### config.mk
export PLATFORM = sky130hd
export DESIGN_NAME = tlk_rx_link_top
export DESIGN_NICKNAME = d
export VERILOG_FILES = /design/src/hw/tlk_rx_pkg.sv /design/src/hw/rx_credit_fifo.sv /design/src/hw/rx_frame_parser.sv /design/src/hw/rx_loss_monitor.sv /design/src/hw/rx_word_packer.sv /design/src/hw/tlk_rx_link_top.sv
export SDC_FILE = /design/constraint.sdc
export NUM_CORES = 2
export LEC_CHECK = 0
export BUFFER_PORTS_ARGS = -buffer_cell sky130_fd_sc_hd__buf_4
export CORE_ASPECT_RATIO = 1.5
export CORE_MARGIN = 8
export CORE_UTILIZATION = 65
export DETAILED_ROUTE_END_ITERATION = 8
export GPL_TIMING_DRIVEN = 0
export PLACE_DENSITY_LB_ADDON = 0.25
export SYNTH_ARGS = -nofsm -noshare
export SYNTH_HDL_FRONTEND = slang
export SYNTH_SLANG_ARGS = --single-unit
### constraint.sdc
create_clock -name i_2711_rx_clk -period 6.6 [get_ports i_2711_rx_clk]
set_clock_uncertainty 0.05 [all_clocks]
set_input_delay 1.32 -clock i_2711_rx_clk [delete_from_list [all_inputs] [get_ports i_2711_rx_clk]]
set_output_delay 1.32 -clock i_2711_rx_clk [all_outputs]
set_load 0.005 [all_outputs]
### src/hw/tlk_rx_pkg.sv
/* TLK2711 receive link
   shared definitions */

package tlk_rx_pkg;

    ////////////////////////////////////////////////////////////////////
    // widths
    ////////////////////////////////////////////////////////////////////

    // one transceiver word, two 8b/10b bytes
    localparam int RX_WORD_W = 16;

    // output beat toward memory
    localparam int BEAT_W = 64;

    localparam int WORDS_PER_BEAT = BEAT_W / RX_WORD_W;

    ////////////////////////////////////////////////////////////////////
    // control and flag codes
    ////////////////////////////////////////////////////////////////////

    // 8b/10b special characters
    localparam logic [7:0] K28_5 = 8'hBC;
    localparam logic [7:0] D5_6  = 8'hC5;
    localparam logic [7:0] K28_2 = 8'h5C;
    localparam logic [7:0] K27_7 = 8'hFB;

    // idle sync, K flag on the low byte only
    localparam logic [RX_WORD_W-1:0] SYNC_WORD = {D5_6, K28_5};

    // frame start, K flag on both bytes
    localparam logic [RX_WORD_W-1:0] START_WORD = {K28_2, K27_7};

    // 32-bit head flag, high word first
    localparam logic [RX_WORD_W-1:0] HEAD_FLAG_HI = 16'hEB90;
    localparam logic [RX_WORD_W-1:0] HEAD_FLAG_LO = 16'hE116;

    // transceiver reports loss of signal as all ones with both K flags
    localparam logic [RX_WORD_W-1:0] LINK_LOSS_WORD = 16'hFFFF;

    ////////////////////////////////////////////////////////////////////
    // frame types
    ////////////////////////////////////////////////////////////////////

    // one payload beat, four words in lane order
    typedef struct packed {
        logic [BEAT_W-1:0] data;
        logic              last;
    } rx_beat_t;

    // per-frame header summary
    typedef struct packed {
        logic [1:0]  file_end;
        logic [1:0]  channel_id;
        logic [3:0]  data_type;
        logic [23:0] line_number;
        logic [15:0] byte_length;
        logic        checksum_ok;
    } rx_frame_desc_t;

endpackage

### src/hw/rx_credit_fifo.sv
/* FIFO with credit-counted output */

`timescale 1ns/1ps

module rx_credit_fifo #(
    parameter type T           = logic [7:0],
    parameter int  DEPTH       = 16,
    parameter int  NUM_CREDITS = 4
) (
    input  logic i_2711_rx_clk,
    input  logic i_rst,
    input  logic i_push,
    input  T     i_data,
    input  logic i_credit,
    output logic o_valid,
    output T     o_data,
    output logic o_overflow
);

    localparam int AW = (DEPTH > 1) ? $clog2(DEPTH) : 1;
    localparam int CW = $clog2(DEPTH + 1);
    localparam int KW = $clog2(NUM_CREDITS + 1);

    T              mem [DEPTH];
    logic [AW-1:0] wr_ptr;
    logic [AW-1:0] rd_ptr;
    logic [CW-1:0] count;
    logic [KW-1:0] credits;
    logic          full;
    logic          wr_en;
    logic          rd_en;

    function automatic logic [AW-1:0] ptr_inc(input logic [AW-1:0] ptr);
        ptr_inc = (ptr == AW'(DEPTH - 1)) ? '0 : ptr + 1'b1;
    endfunction

    assign full  = (count == CW'(DEPTH));
    assign wr_en = i_push & ~full;

    // pop only with an item and a credit in hand
    assign rd_en = (count != '0) & (credits != '0);

    always_ff @(posedge i_2711_rx_clk) begin
        if (wr_en) begin
            mem[wr_ptr] <= i_data;
        end
        if (rd_en) begin
            o_data <= mem[rd_ptr];
        end
    end

    always_ff @(posedge i_2711_rx_clk) begin
        if (i_rst) begin
            wr_ptr     <= '0;
            rd_ptr     <= '0;
            count      <= '0;
            credits    <= KW'(NUM_CREDITS);
            o_valid    <= 1'b0;
            o_overflow <= 1'b0;
        end else begin
            if (wr_en) begin
                wr_ptr <= ptr_inc(wr_ptr);
            end
            if (rd_en) begin
                rd_ptr <= ptr_inc(rd_ptr);
            end

            case ({wr_en, rd_en})
                2'b10:   count <= count + 1'b1;
                2'b01:   count <= count - 1'b1;
                default: count <= count;
            endcase

            // send and return in one cycle cancel out
            case ({rd_en, i_credit})
                2'b10:   credits <= credits - 1'b1;
                2'b01:   credits <= credits + 1'b1;
                default: credits <= credits;
            endcase

            o_valid <= rd_en;

            // stream cannot stall, item is lost
            if (i_push & full) begin
                o_overflow <= 1'b1;
            end
        end
    end

endmodule

### src/hw/rx_frame_parser.sv
/* RX frame parser */

`timescale 1ns/1ps

module rx_frame_parser (
    input  logic                            i_2711_rx_clk,
    input  logic                            i_rst,
    input  logic                            i_2711_rkmsb,
    input  logic                            i_2711_rklsb,
    input  logic [tlk_rx_pkg::RX_WORD_W-1:0] i_2711_rxd,
    output logic                            o_word_valid,
    output logic [tlk_rx_pkg::RX_WORD_W-1:0] o_word,
    output logic                            o_word_last,
    output logic                            o_desc_push,
    output tlk_rx_pkg::rx_frame_desc_t      o_desc,
    output logic                            o_in_frame
);

    import tlk_rx_pkg::*;

    typedef enum logic [3:0] {
        ST_IDLE,
        ST_SYNC,
        ST_HEAD,
        ST_TYPE,
        ST_LINE,
        ST_LENGTH,
        ST_PAYLOAD,
        ST_CHECK,
        ST_END1,
        ST_END2
    } state_t;

    state_t               cs;
    state_t               ns;
    logic [RX_WORD_W-1:0] prev_word;
    logic [RX_WORD_W-1:0] checksum;
    logic [14:0]          word_cnt;
    logic                 sync_hit;
    logic                 start_hit;
    logic                 head_hit;
    logic                 pay_last;

    assign sync_hit  = ~i_2711_rkmsb & i_2711_rklsb & (i_2711_rxd == SYNC_WORD);
    assign start_hit = i_2711_rkmsb & i_2711_rklsb & (i_2711_rxd == START_WORD);

    // head flag spans the previous and the current word
    assign head_hit = (prev_word == HEAD_FLAG_HI) & (i_2711_rxd == HEAD_FLAG_LO);

    // length is in bytes, two bytes per word
    assign pay_last = (word_cnt == o_desc.byte_length[15:1] - 15'd1);

    ////////////////////////////////////////////////////////////////////
    // frame FSM
    ////////////////////////////////////////////////////////////////////

    always_comb begin
        ns = cs;
        case (cs)
            ST_IDLE: begin
                if (sync_hit) begin
                    ns = ST_SYNC;
                end
            end
            ST_SYNC: begin
                if (start_hit) begin
                    ns = ST_HEAD;
                end
            end
            ST_HEAD: begin
                if (head_hit) begin
                    ns = ST_TYPE;
                end
            end
            ST_TYPE:    ns = ST_LINE;
            ST_LINE:    ns = ST_LENGTH;
            ST_LENGTH:  ns = ST_PAYLOAD;
            ST_PAYLOAD: begin
                if (pay_last) begin
                    ns = ST_CHECK;
                end
            end
            ST_CHECK:   ns = ST_END1;
            ST_END1:    ns = ST_END2;
            default:    ns = ST_IDLE;
        endcase
    end

    always_ff @(posedge i_2711_rx_clk) begin
        if (i_rst) begin
            cs           <= ST_IDLE;
            checksum     <= '0;
            word_cnt     <= '0;
            o_word_valid <= 1'b0;
            o_word_last  <= 1'b0;
            o_desc_push  <= 1'b0;
            o_in_frame   <= 1'b0;
        end else begin
            cs <= ns;

            // running sum over header and payload words
            case (cs)
                ST_TYPE, ST_LINE, ST_LENGTH, ST_PAYLOAD: begin
                    checksum <= checksum + i_2711_rxd;
                end
                ST_CHECK, ST_END1, ST_END2: begin
                    checksum <= checksum;
                end
                default: begin
                    checksum <= '0;
                end
            endcase

            if (cs == ST_PAYLOAD) begin
                word_cnt <= word_cnt + 15'd1;
            end else begin
                word_cnt <= '0;
            end

            o_word_valid <= (cs == ST_PAYLOAD);
            o_word_last  <= (cs == ST_PAYLOAD) & pay_last;
            o_desc_push  <= (cs == ST_CHECK);

            // header and payload only, the loss monitor watches K flags here
            o_in_frame <= cs inside {ST_TYPE, ST_LINE, ST_LENGTH, ST_PAYLOAD};
        end
    end

    ////////////////////////////////////////////////////////////////////
    // word register and header capture
    ////////////////////////////////////////////////////////////////////

    always_ff @(posedge i_2711_rx_clk) begin
        prev_word <= i_2711_rxd;
    end

    // payload word leaves one cycle after arrival
    assign o_word = prev_word;

    always_ff @(posedge i_2711_rx_clk) begin
        case (cs)
            ST_TYPE: begin
                {o_desc.file_end, o_desc.channel_id, o_desc.data_type,
                 o_desc.line_number[23:16]} <= i_2711_rxd;
            end
            ST_LINE: begin
                o_desc.line_number[15:0] <= i_2711_rxd;
            end
            ST_LENGTH: begin
                o_desc.byte_length <= i_2711_rxd;
            end
            ST_CHECK: begin
                o_desc.checksum_ok <= (checksum == i_2711_rxd);
            end
            default: begin
            end
        endcase
    end

endmodule

### src/hw/rx_loss_monitor.sv
/* link and sync loss monitor */

`timescale 1ns/1ps

module rx_loss_monitor #(
    parameter int LOSS_HOLDOFF = 64
) (
    input  logic                            i_2711_rx_clk,
    input  logic                            i_rst,
    input  logic                            i_2711_rkmsb,
    input  logic                            i_2711_rklsb,
    input  logic [tlk_rx_pkg::RX_WORD_W-1:0] i_2711_rxd,
    input  logic                            i_in_frame,
    input  logic                            i_link_loss_detect_ena,
    input  logic                            i_sync_loss_detect_ena,
    output logic                            o_link_loss,
    output logic                            o_sync_loss
);

    import tlk_rx_pkg::*;

    localparam int HW = (LOSS_HOLDOFF > 1) ? $clog2(LOSS_HOLDOFF) : 1;

    logic [RX_WORD_W-1:0] rxd_q;
    logic                 rkmsb_q;
    logic                 rklsb_q;
    logic [1:0]           hit;
    logic [1:0]           ena;
    logic [1:0]           det_pulse;

    // raw word delayed to line up with the parser's in-frame flag
    always_ff @(posedge i_2711_rx_clk) begin
        if (i_rst) begin
            rkmsb_q <= 1'b0;
            rklsb_q <= 1'b0;
        end else begin
            rkmsb_q <= i_2711_rkmsb;
            rklsb_q <= i_2711_rklsb;
        end
        rxd_q <= i_2711_rxd;
    end

    // index 0 link loss, index 1 sync loss
    assign hit[0] = rkmsb_q & rklsb_q & (rxd_q == LINK_LOSS_WORD);
    assign hit[1] = (rkmsb_q | rklsb_q) & i_in_frame;
    assign ena    = {i_sync_loss_detect_ena, i_link_loss_detect_ena};

    for (genvar d = 0; d < 2; d++) begin : g_det
        logic          pulse;
        logic          holdoff;
        logic [HW-1:0] hold_cnt;

        // one pulse, then quiet for LOSS_HOLDOFF cycles
        always_ff @(posedge i_2711_rx_clk) begin
            if (i_rst || !ena[d]) begin
                pulse    <= 1'b0;
                holdoff  <= 1'b0;
                hold_cnt <= '0;
            end else begin
                pulse <= hit[d] & ~holdoff;
                if (hit[d] && !holdoff) begin
                    holdoff  <= 1'b1;
                    hold_cnt <= '0;
                end else if (holdoff) begin
                    if (hold_cnt == HW'(LOSS_HOLDOFF - 1)) begin
                        holdoff <= 1'b0;
                    end
                    hold_cnt <= hold_cnt + 1'b1;
                end
            end
        end

        assign det_pulse[d] = pulse;
    end

    assign o_link_loss = det_pulse[0];
    assign o_sync_loss = det_pulse[1];

endmodule

### src/hw/rx_word_packer.sv
/* payload word packer */

`timescale 1ns/1ps

module rx_word_packer (
    input  logic                            i_2711_rx_clk,
    input  logic                            i_rst,
    input  logic                            i_word_valid,
    input  logic [tlk_rx_pkg::RX_WORD_W-1:0] i_word,
    input  logic                            i_word_last,
    output logic                            o_beat_push,
    output tlk_rx_pkg::rx_beat_t            o_beat
);

    import tlk_rx_pkg::*;

    localparam int LANE_W = $clog2(WORDS_PER_BEAT);

    logic [LANE_W-1:0] lane;
    logic [BEAT_W-1:0] acc;
    logic [BEAT_W-1:0] acc_next;
    logic              beat_done;

    // first word of a group starts from zero, so unused lanes stay clear
    always_comb begin
        acc_next = (lane == '0) ? '0 : acc;
        acc_next[lane*RX_WORD_W +: RX_WORD_W] = i_word;
    end

    // full beat or end of frame
    assign beat_done = i_word_valid &
                       (i_word_last | (lane == LANE_W'(WORDS_PER_BEAT - 1)));

    always_ff @(posedge i_2711_rx_clk) begin
        if (i_rst) begin
            lane        <= '0;
            o_beat_push <= 1'b0;
        end else begin
            o_beat_push <= beat_done;
            if (i_word_valid) begin
                if (beat_done) begin
                    lane <= '0;
                end else begin
                    lane <= lane + 1'b1;
                end
            end
        end
    end

    always_ff @(posedge i_2711_rx_clk) begin
        if (i_word_valid) begin
            acc <= acc_next;
        end
        if (beat_done) begin
            o_beat.data <= acc_next;
            o_beat.last <= i_word_last;
        end
    end

endmodule

### src/hw/tlk_rx_link_top.sv
/* TLK2711 receive link top */

`timescale 1ns/1ps

module tlk_rx_link_top #(
    parameter int BEAT_DEPTH   = 32,
    parameter int DESC_DEPTH   = 4,
    parameter int NUM_CREDITS  = 4,
    parameter int LOSS_HOLDOFF = 64
) (
    input  logic                            i_2711_rx_clk,
    input  logic                            i_rst,
    input  logic                            i_2711_rkmsb,
    input  logic                            i_2711_rklsb,
    input  logic [tlk_rx_pkg::RX_WORD_W-1:0] i_2711_rxd,
    input  logic                            i_link_loss_detect_ena,
    input  logic                            i_sync_loss_detect_ena,
    input  logic                            i_beat_credit,
    input  logic                            i_desc_credit,
    output logic                            o_beat_valid,
    output tlk_rx_pkg::rx_beat_t            o_beat,
    output logic                            o_desc_valid,
    output tlk_rx_pkg::rx_frame_desc_t      o_desc,
    output logic                            o_beat_overflow,
    output logic                            o_desc_overflow,
    output logic                            o_link_loss,
    output logic                            o_sync_loss
);

    import tlk_rx_pkg::*;

    logic                 word_valid;
    logic [RX_WORD_W-1:0] word;
    logic                 word_last;
    logic                 desc_push;
    rx_frame_desc_t       desc;
    logic                 in_frame;
    logic                 beat_push;
    rx_beat_t             beat;

    ////////////////////////////////////////////////////////////////////
    // frame path
    ////////////////////////////////////////////////////////////////////

    rx_frame_parser u_parser (
        .i_2711_rx_clk (i_2711_rx_clk),
        .i_rst         (i_rst),
        .i_2711_rkmsb  (i_2711_rkmsb),
        .i_2711_rklsb  (i_2711_rklsb),
        .i_2711_rxd    (i_2711_rxd),
        .o_word_valid  (word_valid),
        .o_word        (word),
        .o_word_last   (word_last),
        .o_desc_push   (desc_push),
        .o_desc        (desc),
        .o_in_frame    (in_frame)
    );

    rx_word_packer u_packer (
        .i_2711_rx_clk (i_2711_rx_clk),
        .i_rst         (i_rst),
        .i_word_valid  (word_valid),
        .i_word        (word),
        .i_word_last   (word_last),
        .o_beat_push   (beat_push),
        .o_beat        (beat)
    );

    rx_credit_fifo #(
        .T           (rx_beat_t),
        .DEPTH       (BEAT_DEPTH),
        .NUM_CREDITS (NUM_CREDITS)
    ) u_beat_fifo (
        .i_2711_rx_clk (i_2711_rx_clk),
        .i_rst         (i_rst),
        .i_push        (beat_push),
        .i_data        (beat),
        .i_credit      (i_beat_credit),
        .o_valid       (o_beat_valid),
        .o_data        (o_beat),
        .o_overflow    (o_beat_overflow)
    );

    rx_credit_fifo #(
        .T           (rx_frame_desc_t),
        .DEPTH       (DESC_DEPTH),
        .NUM_CREDITS (NUM_CREDITS)
    ) u_desc_fifo (
        .i_2711_rx_clk (i_2711_rx_clk),
        .i_rst         (i_rst),
        .i_push        (desc_push),
        .i_data        (desc),
        .i_credit      (i_desc_credit),
        .o_valid       (o_desc_valid),
        .o_data        (o_desc),
        .o_overflow    (o_desc_overflow)
    );

    ////////////////////////////////////////////////////////////////////
    // loss detection
    ////////////////////////////////////////////////////////////////////

    rx_loss_monitor #(
        .LOSS_HOLDOFF (LOSS_HOLDOFF)
    ) u_loss_monitor (
        .i_2711_rx_clk          (i_2711_rx_clk),
        .i_rst                  (i_rst),
        .i_2711_rkmsb           (i_2711_rkmsb),
        .i_2711_rklsb           (i_2711_rklsb),
        .i_2711_rxd             (i_2711_rxd),
        .i_in_frame             (in_frame),
        .i_link_loss_detect_ena (i_link_loss_detect_ena),
        .i_sync_loss_detect_ena (i_sync_loss_detect_ena),
        .o_link_loss            (o_link_loss),
        .o_sync_loss            (o_sync_loss)
    );

endmodule

==> reports/metrics.yaml <==
synthesis:
  synth-main-ff-cell: "edfxtp_1"
  avgSynthCellArea_um2: 23.48
  synth_area_leader_cell: "edfxtp_1"
  synthTopCellsByArea: "edfxtp_1 76%, mux4_2 16%, dfxtp_1 2.2%, mux2_2 0.76%, a22o_1 0.55%"
  muxShareOfSynthArea_pct: 16.43
  netlist.area_leader.share_pct: 76.28
  synth_compound_area_share_pct: 1.401
  synth_top_family_by_area: "multiplexers"
  synth-simple-area-share_pct: 1.647
  yosys_warnings: 0
  synth_edf_count: 2568
  synth_nets: 4378
  async_reset_ff_share_pct: 0
  yosys_register_bits: 2677
  syn_inst: 4305
  netlist_area_um2: 101100
  synth-adder-area-share_pct: 0.6436
  synth_xor_area_share_pct: 0.4679
  yosysUniqueCellTypes: 69
  synth_seq_area_share_pct: 78.44
global_routing:
  track_usage_pct: 31.87
  grt_pass1_vias: 52180
  grt_pass1_wl_um: 377600
  grt_max_degree: 68
  grt-ovfl-total: 0
  antenna_found_initial: 18
timing:
  slew_violations: 11
  relSlewSlack_pct: -7.922
  setup_ws_ns: 1.798
  worst_pin_slew_ns: 1.619
  rsz0062_at_grt: "no"
  period_share_pct: 72.76
  finalSetupViolations: 0
  period_minus_slack_ns: 4.802
  hold_violations: 0
  fmax_mhz: 208.2
cells_and_area:
  final_cell_count_no_fill: 7047
  seqCellArea_um2: 79300
  final_common_cell: "edfxtp_1"
  drive_gt1_share_pct: 29.34
  n_fill_cell: 7792
  fin_nets: 4855
  syn2layout_area_growth_pct: 13.26
  multi_input_area_um2: 21110
  final_cell_mix: "2568 x edfxtp_1, 699 x mux4_2, 230 x clkbuf_16"
drt:
  num_vias: 50850
  avgRoutedWirePerCell_um: 37.93
  firstDrtPassIters: 6
  drc_errors: 0
  first_iter_violations: 6822
  finalWirelength_um: 267300
  viasPerCell: 7.216
  ant_nets: 0
cts:
  cts_buffers: 223
  post_cts_buffers: 0
  cts_hold_buf: 0
  cts_root_buffer: "clkbuf_16"
  clock_sinks: 2677
  cts_resized: 0
  clock_latency_ns: 0.88
  cts_buffer_depth: 3
  cts_tree: "yes"
  clk_pin_slew_ns: 0.07
  htree_levels: 4
placement:
  gp_congestion: 0.8228
  dp_cells: 6613
  numPortBuffers: 143
  dp_hpwl_um: 158300
  place_ws_ns: 2.039
worst_setup_path:
  worstSetupPathType: "flop to flop"
  cp_data_arrival_time_ns: 5.37
  start_kind: "flop"
  cp.required_ns: 7.17
  r2r_slack_ns: 1.80
  end_kind: "flop"
  worstPathMaxFanout: 10
power:
  powerDensity_nw_per_um2: 343.5
  leakage_nw: 35.23
  ir_worst_vdd_uv: 352.7
die:
  num_rows: 177
  die_h_um: 499.0
  dieArea_um2: 168700
  initial_core_util_pct: 65.30
  die_x_um: 338
  core_area_um2: 154800
  boundaryPins: 144
hold_path:
  hp-class: "flop to flop"
status:
  violations: "max-capacitance violations, max-slew violations"
  outcome: "finished with violations"
flow_run:
  maxCapViolCount: 2
## state kept, by name, summed over array words and instances (netlist names), 6 cells and up
register                       cells
u_desc_fifo.o_data                49
u_parser.word_cnt                 15
u_packer.o_beat                   65
u_beat_fifo.o_data                65
u_desc_fifo.mem                  196
u_beat_fifo.count                  6
u_parser.o_word                   16
u_beat_fifo.mem                 2080
u_loss_monitor.g_det.hold_cnt     12
u_packer.acc                      64
u_parser.o_desc                   49
u_parser.checksum                 16
## stage by stage
step | utilization, % | area, um2 | hold slack [ns] | power (W) | setup TNS [ns]
after global placement | 67.66 | 104700 | 0.3925 | 0.02615 | -3147.12
after floorplan | - | 101100 | 0.3598 | 0.02376 | 0
after CTS | 73.92 | 114400 | 0.4191 | 0.03940 | 0
after detailed placement | 69.29 | 107300 | 0.4088 | 0.02630 | 0
final | 73.96 | 114500 | 0.4187 | 0.03933 | 0
after global routing | 73.94 | 114500 | 0.4352 | 0.04024 | 0
## cell usage after synthesis, types with 10 or more instances
| master | count |
|---|---|
| edfxtp_1 | 2568 |
| mux4_2 | 699 |
| clkbuf_1 | 121 |
| nor2_1 | 116 |
| dfxtp_1 | 109 |
| mux2_2 | 68 |
| a22o_1 | 64 |
| buf_2 | 49 |
| ha_1 | 44 |
| nand2_1 | 44 |
| a21oi_1 | 42 |
| xor2_1 | 35 |
| inv_1 | 31 |
| buf_1 | 27 |
| nor3_1 | 20 |
| xnor2_1 | 19 |
| nand3_1 | 18 |
| o21ai_0 | 18 |
| and3_1 | 15 |
| a31oi_1 | 11 |
| nand4b_1 | 11 |
| or3_1 | 11 |
| mux2i_1 | 10 |
## layer usage
layer | GRT usage, % | vias up | part of all wire (%)
li1 | - | 19290 | -
met1 | 38.13 | 26500 | 32
met2 | 54.50 | 4122 | 52
met3 | 6.774 | 937 | 10
met4 | 16.87 | 8 | 6.2
met5 | 0 | - | 0.026
## cell families after synthesis
| family | count (synthesis) |
|---|---|
| buffers and inverters | 235 |
| xor gates and xnor gates | 54 |
| adders and majority gates | 49 |
| DFF | 2677 |
| muxes | 777 |
| AOI/OAI and AO/OA | 196 |
| and+or+nand+nor | 317 |
## report_power, final
group          switching [W]  internal (W)  total, W  leakage [nW]
combinational        0.00361       0.00330   0.00691          7.83
clock                0.00616       0.00708    0.0132          3.49
sequential          0.000211        0.0190    0.0192          23.9
total                0.00999        0.0293    0.0393          35.2
## worst paths after layout
| check | start | endpoint | cells past startpoint |
|---|---|---|---|
| worst max-delay path | u_beat_fifo.rd_ptr[1]$_SDFFE_PP0P_ | u_beat_fifo.o_data[1]$_DFFE_PP_ | 6 |
| worst min-delay path | u_parser.checksum[7]$_SDFFE_PP0N_ | u_parser.checksum[7]$_SDFFE_PP0N_ | 2 |
| worst max register to register | u_beat_fifo.rd_ptr[1]$_SDFFE_PP0P_ | u_beat_fifo.o_data[1]$_DFFE_PP_ | 6 |
| worst min register to register | u_parser.checksum[7]$_SDFFE_PP0N_ | u_parser.checksum[7]$_SDFFE_PP0N_ | 2 |
## worst max-delay path, cell delays in order (launching register included)
cell and delay [ns]:
dfxtp_1 0.36, clkbuf_2 0.67, clkbuf_1 1.23, clkbuf_1 0.90, mux4_2 0.41, mux4_2 0.57
mux2_2 0.31
## area by class of cell
| cell class | instances | share of cell area (%) |
|---|---|---|
| inverters | 33 | 0.1104 |
| plain buffers | 202 | 0.7530 |
| clock buffers | 277 | 5.199 |
| clock inverters | 139 | 1.060 |
| well taps | 2058 | 2.249 |
| repair buffers | 252 | 2.894 |
| flip-flops and latches | 2677 | 69.26 |
| multi-input cells | 1393 | 18.44 |
| diodes | 16 | 0.03497 |
Note: power is estimated with default switching activity, not from simulation.
